$ cat src/mac_settings.svh
`ifndef MAC_SETTINGS_SVH
`define MAC_SETTINGS_SVH

// ------------------------------------------------------------
// grid geometry
// ------------------------------------------------------------

// lanes per row, every lane of a row sees the same weight
`define MAC_LANES 3

`define MAC_ROWS 3  // rows, each one a cycle behind the row above

// ------------------------------------------------------------
// arithmetic
// ------------------------------------------------------------

`define ACC_WIDTH 24  // wide enough for long 8x8 dot products

`endif

$ cat src/macPkg.sv
`include "mac_settings.svh"

package macPkg;

  // ------------------------------------------------------------
  // operands
  // ------------------------------------------------------------

  typedef struct packed {
    logic signed [7:0] weight;
    logic              clear;  // marks the last term of an accumulation
  } weightCtrl_t;

  typedef struct packed {
    logic [`MAC_LANES-1:0][7:0] act;  // lane 0 is the leftmost lane
  } rowData_t;

  typedef struct packed {
    rowData_t [`MAC_ROWS-1:0] row;
  } gridData_t;

  // ------------------------------------------------------------
  // results
  // ------------------------------------------------------------

  typedef struct packed {
    logic [`MAC_LANES-1:0][7:0] lane;  // saturated signed results
    logic                       valid;
  } rowResult_t;

  typedef struct packed {
    logic [`MAC_ROWS-1:0][`MAC_LANES-1:0][7:0] row;
  } gridResult_t;

endpackage

$ cat src/convCore.sv
`timescale 1ns/1ns
`include "mac_settings.svh"

module convCore (
  input  logic                  iClk,
  input  logic                  reset,
  input  macPkg::weightCtrl_t   ctrlIn,
  input  macPkg::gridData_t     dataIn,
  input  logic [`MAC_LANES-2:0] passLeft,
  input  logic [4:0]            outShift,
  output macPkg::gridResult_t   result,
  output logic                  resultValid
);

  macPkg::gridData_t                  skewed;
  macPkg::rowResult_t [`MAC_ROWS-1:0] rowResults;

  // ------------------------------------------------------------
  // skew, compute, deskew
  // ------------------------------------------------------------

  operandSkew uSkew (
    .iClk    (iClk),
    .reset   (reset),
    .dataIn  (dataIn),
    .dataOut (skewed)
  );

  macGrid uGrid (
    .iClk     (iClk),
    .reset    (reset),
    .ctrlIn   (ctrlIn),
    .data     (skewed),
    .passLeft (passLeft),  // delayed inside the grid to follow the weight
    .outShift (outShift),
    .rowOut   (rowResults)
  );

  resultDeskew uDeskew (
    .iClk        (iClk),
    .reset       (reset),
    .rowIn       (rowResults),
    .result      (result),
    .resultValid (resultValid)
  );

endmodule

$ cat src/macGrid.sv
`timescale 1ns/1ns
`include "mac_settings.svh"

module macGrid (
  input  logic                                   iClk,
  input  logic                                   reset,
  input  macPkg::weightCtrl_t                    ctrlIn,
  input  macPkg::gridData_t                      data,
  input  logic [`MAC_LANES-2:0]                  passLeft,
  input  logic [4:0]                             outShift,
  output macPkg::rowResult_t [`MAC_ROWS-1:0]     rowOut
);

  macPkg::weightCtrl_t        ctrlChain [`MAC_ROWS+1];
  logic [`MAC_LANES-2:0]      passDly [`MAC_ROWS-1];  // entry k is k+1 cycles late

  assign ctrlChain[0] = ctrlIn;

  // ------------------------------------------------------------
  // pass-left mask follows the weight down the rows
  // ------------------------------------------------------------

  always_ff @(posedge iClk) begin
    if (reset) begin
      for (int k = 0; k < `MAC_ROWS - 1; k++) begin
        passDly[k] <= '0;
      end
    end else begin
      passDly[0] <= passLeft;
      for (int k = 1; k < `MAC_ROWS - 1; k++) begin
        passDly[k] <= passDly[k-1];
      end
    end
  end

  // ------------------------------------------------------------
  // rows
  // ------------------------------------------------------------

  for (genvar r = 0; r < `MAC_ROWS; r++) begin : gRow
    logic [`MAC_LANES-2:0] rowPass;

    if (r == 0) begin : gTop
      assign rowPass = passLeft;
    end else begin : gBelow
      assign rowPass = passDly[r-1];

      validFromAbove: assert property (@(posedge iClk) disable iff (reset)
        $rose(rowOut[r].valid) |-> $past(rowOut[r-1].valid))
        else $error("macGrid: row %0d valid without the row above", r);
    end

    macRow uRow (
      .iClk     (iClk),
      .reset    (reset),
      .ctrlIn   (ctrlChain[r]),
      .data     (data.row[r]),
      .passLeft (rowPass),
      .outShift (outShift),
      .ctrlOut  (ctrlChain[r+1]),
      .rowOut   (rowOut[r])
    );
  end

endmodule

$ cat src/macRow.sv
`timescale 1ns/1ns
`include "mac_settings.svh"

module macRow (
  input  logic                  iClk,
  input  logic                  reset,
  input  macPkg::weightCtrl_t   ctrlIn,
  input  macPkg::rowData_t      data,
  input  logic [`MAC_LANES-2:0] passLeft,
  input  logic [4:0]            outShift,
  output macPkg::weightCtrl_t   ctrlOut,
  output macPkg::rowResult_t    rowOut
);

  logic [`MAC_LANES-1:0][7:0] held;
  logic [`MAC_LANES-1:0][7:0] laneResult;
  logic [`MAC_LANES-1:0]      laneValid;

  always_ff @(posedge iClk) begin
    if (reset) begin
      ctrlOut <= '0;
    end else begin
      ctrlOut <= ctrlIn;  // the row below sees this weight one cycle later
    end
  end

  // ------------------------------------------------------------
  // lanes
  // ------------------------------------------------------------

  for (genvar l = 0; l < `MAC_LANES; l++) begin : gLane
    logic [7:0] rightHeld;
    logic       takeRight;

    if (l == `MAC_LANES - 1) begin : gEdge
      assign rightHeld = '0;  // nothing to the right of the last lane
      assign takeRight = 1'b0;
    end else begin : gInner
      assign rightHeld = held[l+1];
      assign takeRight = passLeft[l];  // bit l is the boundary between l and l+1
    end

    macUnit uUnit (
      .iClk          (iClk),
      .reset         (reset),
      .ownData       (data.act[l]),
      .neighbourData (rightHeld),
      .takeNeighbour (takeRight),
      .weight        (ctrlIn.weight),
      .clear         (ctrlIn.clear),
      .outShift      (outShift),
      .heldData      (held[l]),
      .result        (laneResult[l]),
      .resultValid   (laneValid[l])
    );
  end

  assign rowOut.lane  = laneResult;
  assign rowOut.valid = laneValid[0];  // every lane sees the same clear

endmodule

$ cat src/macUnit.sv
`timescale 1ns/1ns
`include "mac_settings.svh"

module macUnit (
  input  logic              iClk,
  input  logic              reset,
  input  logic signed [7:0] ownData,
  input  logic signed [7:0] neighbourData,
  input  logic              takeNeighbour,
  input  logic signed [7:0] weight,
  input  logic              clear,
  input  logic [4:0]        outShift,
  output logic [7:0]        heldData,
  output logic signed [7:0] result,
  output logic              resultValid
);

  logic signed [7:0]            operand;
  logic signed [15:0]           product;
  logic signed [`ACC_WIDTH-1:0] acc;
  logic signed [`ACC_WIDTH-1:0] sum;
  logic signed [`ACC_WIDTH-1:0] scaled;
  logic signed [7:0]            saturated;

  // ------------------------------------------------------------
  // datapath
  // ------------------------------------------------------------

  assign operand = takeNeighbour ? neighbourData : ownData;  // slide the window left
  assign product = operand * weight;
  assign sum     = acc + product;  // sum includes the current term
  assign scaled  = sum >>> outShift;  // arithmetic, keeps the sign

  always_comb begin
    if (scaled > 127) begin
      saturated = 8'sd127;
    end else if (scaled < -128) begin
      saturated = -8'sd128;
    end else begin
      saturated = scaled[7:0];
    end
  end

  // ------------------------------------------------------------
  // state
  // ------------------------------------------------------------

  always_ff @(posedge iClk) begin
    if (reset) begin
      acc         <= '0;
      heldData    <= '0;
      resultValid <= 1'b0;
    end else begin
      heldData    <= operand;  // seen by the left neighbour next cycle
      resultValid <= clear;
      acc         <= clear ? '0 : sum;  // next accumulation starts fresh
    end
  end

  always_ff @(posedge iClk) begin
    if (clear) begin
      result <= saturated;
    end
  end

  clearKnown: assert property (@(posedge iClk) disable iff (reset) !$isunknown(clear))
    else $error("macUnit: clear is unknown");

endmodule

$ cat src/operandSkew.sv
`timescale 1ns/1ns
`include "mac_settings.svh"

module operandSkew (
  input  logic              iClk,
  input  logic              reset,
  input  macPkg::gridData_t dataIn,
  output macPkg::gridData_t dataOut
);

  // ------------------------------------------------------------
  // triangle of delay stages, row r waits r cycles
  // ------------------------------------------------------------

  for (genvar r = 0; r < `MAC_ROWS; r++) begin : gRow
    if (r == 0) begin : gDirect
      assign dataOut.row[0] = dataIn.row[0];  // top row meets the weight at once
    end else begin : gDelay
      macPkg::rowData_t pipe [r];

      always_ff @(posedge iClk) begin
        if (reset) begin
          for (int s = 0; s < r; s++) begin
            pipe[s] <= '0;
          end
        end else begin
          pipe[0] <= dataIn.row[r];
          for (int s = 1; s < r; s++) begin
            pipe[s] <= pipe[s-1];
          end
        end
      end

      assign dataOut.row[r] = pipe[r-1];
    end
  end

endmodule

$ cat src/resultDeskew.sv
`timescale 1ns/1ns
`include "mac_settings.svh"

module resultDeskew (
  input  logic                               iClk,
  input  logic                               reset,
  input  macPkg::rowResult_t [`MAC_ROWS-1:0] rowIn,
  output macPkg::gridResult_t                result,
  output logic                               resultValid
);

  macPkg::rowResult_t [`MAC_ROWS-1:0] aligned;
  logic [`MAC_ROWS-1:0]               alignedValid;

  // ------------------------------------------------------------
  // upper rows finish early and wait for the bottom row
  // ------------------------------------------------------------

  for (genvar r = 0; r < `MAC_ROWS; r++) begin : gRow
    localparam int Depth = `MAC_ROWS - 1 - r;

    if (Depth == 0) begin : gDirect
      assign aligned[r] = rowIn[r];  // bottom row sets the pace
    end else begin : gDelay
      macPkg::rowResult_t pipe [Depth];

      always_ff @(posedge iClk) begin
        if (reset) begin
          for (int s = 0; s < Depth; s++) begin
            pipe[s] <= '0;
          end
        end else begin
          pipe[0] <= rowIn[r];
          for (int s = 1; s < Depth; s++) begin
            pipe[s] <= pipe[s-1];
          end
        end
      end

      assign aligned[r] = pipe[Depth-1];
    end

    assign result.row[r]   = aligned[r].lane;
    assign alignedValid[r] = aligned[r].valid;
  end

  assign resultValid = alignedValid[`MAC_ROWS-1];

  rowsAgree: assert property (@(posedge iClk) disable iff (reset)
    alignedValid == '0 || alignedValid == '1)
    else $error("resultDeskew: row valids out of step, %b", alignedValid);

endmodule

$ cat config.mk
export PLATFORM = sky130hd
export DESIGN_NAME = convCore
export DESIGN_NICKNAME = d
export VERILOG_FILES = /design/src/macPkg.sv /design/src/convCore.sv /design/src/macGrid.sv /design/src/macRow.sv /design/src/macUnit.sv /design/src/operandSkew.sv /design/src/resultDeskew.sv
export VERILOG_INCLUDE_DIRS = /design/src
export SDC_FILE = /design/constraint.sdc
export NUM_CORES = 2
export LEC_CHECK = 0
export ABC_AREA = 1
export BUFFER_PORTS_ARGS = -buffer_cell sky130_fd_sc_hd__buf_2
export CORE_ASPECT_RATIO = 1.25
export CORE_MARGIN = 2
export CORE_UTILIZATION = 30
export DETAILED_ROUTE_END_ITERATION = 7
export PLACE_DENSITY = 0.5
export SLEW_MARGIN = 20
export SYNTH_ARGS = -nofsm -noshare
export SYNTH_HDL_FRONTEND = slang
export SYNTH_HIERARCHICAL = 1
export SYNTH_SLANG_ARGS = --single-unit
$ cat constraint.sdc
create_clock -name iClk -period 14.23 [get_ports iClk]
set_clock_uncertainty 0.05 [all_clocks]
set_input_delay 1.423 -clock iClk [delete_from_list [all_inputs] [get_ports iClk]]
set_output_delay 1.423 -clock iClk [all_outputs]
set_load 0.005 [all_outputs]
# == After elaboration in Yosys (flattened, before gate mapping) ==
# Memories as Yosys holds them, arrays and structs flattened.
# Index checks and enable logic that the tools add are counted.
# word_totals
ff_bits,355
ram_bits,151
in_bits,90
out_inout_bits,73
wordCells,118
memories,5
# op_classes
n_addsub,9
mul,9
n_lt_le_gt_ge,18
n_shift,9
mux,28
bitwise,6
reduce_logical,5
# memory_table
name,depth,width,rd,rd_ports_with_merged_regs,wr,line_no,text
uDeskew.gRow[0].gDelay.pipe,2,25,2,0,2,resultDeskew.sv:25,macPkg::rowResult_t pipe [Depth];
uSkew.gRow[2].gDelay.pipe,2,24,2,0,2,operandSkew.sv:19,macPkg::rowData_t pipe [r];
uDeskew.gRow[1].gDelay.pipe,1,25,1,0,1,resultDeskew.sv:25,
uSkew.gRow[1].gDelay.pipe,1,24,1,0,1,operandSkew.sv:19,
uGrid.passDly,2,2,2,0,2,macGrid.sv:15,logic [`MAC_LANES-2:0] passDly [`MAC_ROWS-1];
# ops
cell,count
$add A24 B16 Y24,9
$gt A24 B8 Y1 const B,9
$lt A24 B8 Y1 const B,9
$sshr A24 B5 Y24,9
$mul A8 B8 Y16,9
$mux W8,15
$mux W25,3
$mux W24,3
$reduce_or A25 Y1,1
$reduce_or A24 Y1,1
$or A1 B1 Y1,6
$reduce_or A2 Y1,3
$mux W1,5
$mux W2,2

# == Logic depth before layout (Yosys ltp) ==
# An unclocked memory read counts as a cell.
# logic_depth
depth_word,7
depth_mapped,41
ltp_nobuf,41

# == Hierarchy ==
# Netlist, hierarchy kept.
# modules_own_cells
mod,n_inst,cells_per_inst,area_per_inst_um2,seq_area_each_um2
macUnit at uGrid.gRow[0].uRow.gLane[0].uUnit ...,4,1033,7343.3,900.9
macUnit at uGrid.gRow[2].uRow.gLane[0].uUnit,1,1080,7498.4,900.9
macUnit at uGrid.gRow[1].uRow.gLane[2].uUnit,1,1050,7398.3,900.9
macUnit at uGrid.gRow[1].uRow.gLane[1].uUnit,1,1052,7395.8,900.9
macUnit at uGrid.gRow[2].uRow.gLane[2].uUnit,1,1032,7357.1,900.9
macUnit at uGrid.gRow[2].uRow.gLane[1].uUnit,1,1049,7352.1,900.9
resultDeskew,1,273,2439.8,1441.4
operandSkew,1,272,2432.3,1441.4
macRow,3,30,270.3,180.2
macGrid,1,12,110.1,80.1

# == Worst setup path before layout ==
# OpenSTA, ideal clock, no wires.
# synth_path
kind,input port to flip-flop
from,in dataIn[7] in the netlist's numbering
to,reg uGrid.gRow[0].uRow.gLane[0].uUnit.result[0] (data pin)
setup_time_ns,0.255
t_arrival_ns,7.331
required_ns,13.925
setup_slack_ns,6.594
path_stages,29
n_path_buf,1
cell_sequence,buf_4 > mux2i_1 > nor2_1 > fa_1 > fa_1 > inv_1 > fa_1 > inv_1 > fa_1 > ha_1 > ha_1 > nand2_1 > inv_1 > nand2_1 > nand2_1 > a21oi_1 > nand3_1 > nand2_1 > nand3_2 > nand3_2 > nand3_1 > nand3_1 > nand3_1 > nor3_1 > nand2_1 > o21ai_1 > nand2_1 > nand2_2 > nand2_1
# synth_via
elab_chain_len,6
word_cells_on_any_way,7
classes_between,add/sub (1); mul (1); order compare (2); shift (1); mux (2)
# synth_rtl
element,line_no,text
start: declaration,convCore.sv:8,"input macPkg::gridData_t dataIn,"
$mux W8 *,macUnit.sv:29,assign operand = takeNeighbour ? neighbourData : ownData;
$mul A8 B8 Y16 *,macUnit.sv:30,assign product = operand * weight;
$add A24 B16 Y24 *,macUnit.sv:31,assign sum = acc + product;
$sshr A24 B5 Y24 *,macUnit.sv:32,assign scaled = sum >>> outShift;
$lt A24 B8 Y1,macUnit.sv:37,end else if (scaled < -128) begin
$mux W8,macUnit.sv:37,
end signal: assignment,macUnit.sv:62,result <= saturated;
end: declaration,macUnit.sv:14,"output logic signed [7:0] result,"
# Mark *: on every way between the ends. The rest lies on a longest branch, timed or not.
# A chain may end at the register's enable or synchronous reset.

# == Final worst setup path ==
# layout_path
from,in passLeft[1]
to,reg uGrid.gRow[0].uRow.gLane[1].uUnit.result[5] (data pin)
# layout_via
elab_chain_len,6
word_cells_on_any_way,7
classes_between,add/sub (1); mul (1); order compare (2); shift (1); mux (2)
# layout_rtl
element,line_no,text
start: declaration,convCore.sv:9,"input logic [`MAC_LANES-2:0] passLeft,"
$mux W8 *,macUnit.sv:29,
$mul A8 B8 Y16 *,macUnit.sv:30,
$add A24 B16 Y24 *,macUnit.sv:31,
$sshr A24 B5 Y24 *,macUnit.sv:32,
$lt A24 B8 Y1,macUnit.sv:37,
$mux W8,macUnit.sv:37,
end signal: assignment,macUnit.sv:62,
end: declaration,macUnit.sv:14,
# Marks and branches as above.

==> flow_summary.yaml <==
run_status:
  status: "finished clean"
critical_path:
  worst_setup_path_end_kind: "flip-flop"
  cpPeakStageDelay_ns: 0.84
  slowest_stage: "mux2i_1"
  crit_start: "passLeft[1]"
  start_kind: "primary input"
  critPathArrivalTime_ns: 8.51
  crit_type: "primary input to flip-flop"
  worstPathRequired_ns: 14.60
  r2r-start: "uGrid/passDly[0][0]"
  r2r_setup_slack_ns: 6.50
  reg2reg_depth: 30
  crit_top_cell: "nand2_1"
  crit_fanout: 15
  r2r-end: "uGrid/gRow[1].uRow/gLane[0].uUnit/result[6]"
  timing.critical_path.to: "uGrid/gRow[0].uRow/gLane[1].uUnit/result[5]"
die:
  die-area_mm2: 0.241
  core_area_mm2: 0.235
  num_io_pins: 163
  die_h_um: 548
  rows: 199
  die_x_um: 439
  initial_core_util_pct: 30.2
routing:
  drt-total-wl_mm: 214
  drt_pass1_iterations: 6
  drcViolationCount: 0
  num_vias: 60900
  detail-route-antenna-nets: 0
  post_drt_wl_per_cell_um: 16.3
  drt_iter0_drc: 3271
  drt-vias-per-instance: 4.64
yosys:
  syn-cell-area_mm2: 0.0711
  syn-instance-count: 9940
  ys_warn_count: 6
  syn_avg_cell_area_um2: 7.15
global_routing:
  met1_usage_pct: 21.7
  grt_pass1_vias: 64900
  overflow: 0
  grt_use_total_pct: 18.0
  grt_busiest_layer: "met2"
  met3_usage_pct: 1.88
  antenna_found_initial: 11
  grt_pass1_wl_mm: 347
  met2_usage_pct: 33.1
  grt_max_degree: 126
clock_tree:
  cts_sinks: 503
  cts_root_buf: "clkbuf_16"
  cts_made_buffers: 73
  h-tree-depth: 3
  ctsResizeCount: 0
  hold_buffers: 0
  post-cts-setup-buffers: 0
  clockBufferDepth: 3
  cts_tree: "done"
  path_clk_slew_ns: 0.05
  clock_latency_ns: 0.69
power:
  switching_share_pct: 57.7
  pwr-share-seq_pct: 10.7
  combinationalPowerShare_pct: 79.3
  ir_drop_mv: 0.199
  p_clk_share_pct: 9.9
  leakagePower_nw: 41.5
  p_per_area_mw_per_mm2: 249
  power.internal_mw: 8.14
  power_switching_mw: 11.1
placement:
  place_hpwl_mm: 177
  place.gp.congestion: 0.916
  port_buffers: 162
  dp_cells: 13000
sta:
  tightest_slew_ns: 1.08
  fin_crit_sh_pct: 57.2
  fin_crit_ns: 8.14
  relSlewSlack_pct: 27.9
  finalHoldViolCount: 0
  fin_setup_tns_ns: 0
  finalSetupViolCount: 0
  rsz0062_at_grt: "false"
  fmax_ghz: 0.123
  drv_slew: 0
cells_and_area:
  drive_gt1_share_pct: 7.95
  final_cell_mix: "nand2_1 (2427), inv_1 (1986), nand3_1 (1025)"
  nets: 11500
  area_growth_pct: 8.56
  final_common_cell: "nand2_1"
  final_cells: 13100
min_path:
  min-delay-path-class: "flip-flop to flip-flop"
  worstHoldStart: "uDeskew/gRow[0].gDelay.pipe[0][4]"
flow_run:
  maxCapViolations: 0
-- how the worst min path moves through the flow --
stage | end | slack (ns) | cells after the start
4_1_cts | uSkew/gRow[2].gDelay.pipe[0][26] | 0.36 | 2
5_1_grt | uDeskew/gRow[0].gDelay.pipe[0][45] | 0.37 | 2
2_1_floorplan | uDeskew/gRow[0].gDelay.pipe[0][26] | 0.34 | 2
3_3_place_gp | uSkew/gRow[2].gDelay.pipe[0][26] | 0.35 | 2
3_5_place_dp | uSkew/gRow[2].gDelay.pipe[0][26] | 0.35 | 2
6_report | uDeskew/gRow[0].gDelay.pipe[0][29] | 0.36 | 2
-- per-stage QoR --
step	hold slack (ns)	total power [mW]	cell area (um2)	setup slack [ns]	util (%)
2_1_floorplan	0.338	13.6	71200	6.59	-
3_3_place_gp	0.351	17.3	74700	5.44	31.8
3_5_place_dp	0.346	17.3	74700	5.44	31.8
4_1_cts	0.359	19.4	77200	6.17	32.8
5_1_grt	0.370	21.7	77200	5.48	32.8
6_report	0.356	19.3	77200	6.09	32.8
-- power groups by stage --
stage	Sequential (mW)	Clock [mW]	Combinational, mW
floorplan	2.04	0	11.6
global placement	2.11	0	15.2
detailed placement	2.11	0	15.2
CTS	2.08	1.99	15.4
global route	2.11	2.04	17.6
finish	2.07	1.91	15.3
-- final cells by class --
type / instances / area [um2]
timing repair buffer: 233 / 1410
inverter: 2072 / 7800
antenna: 3 / 7.51
tap: 3115 / 3900
clock buffer: 92 / 2020
clock inverter: 41 / 409
multi-input combinational: 7077 / 50900
sequential: 503 / 10800
fill: 25700 / 158000
-- state kept, by name (all words and copies together), names as in the netlist --
signal,count
uDeskew/gRow.gDelay.pipe,72
uGrid/gRow.uRow/ctrlOut,18
uGrid/gRow.uRow/gLane.uUnit/acc,216
uGrid/gRow.uRow/gLane.uUnit/heldData,48
uGrid/gRow.uRow/gLane.uUnit/result,72
uGrid/gRow.uRow/gLane.uUnit/resultValid,1
uGrid/passDly,4
uSkew/gRow.gDelay.pipe,72
-- metal layers --
metal  share of wire [%]  up-vias
met5                   0        -
met1                  42    29200
met2                  51     1141
met3                 3.5      339
met4                 3.4        0
li1                    -    30200
-- critical path: cells and delay by family --
family,cells,cell delay (ns)
adders and majority gates,6,3.12
AOI/OAI and AO/OA,2,0.35
buffers and inverters,5,0.83
muxes,1,0.84
and+or+nand+nor,17,1.93
No activity file was read; power rests on OpenSTA's default activity.
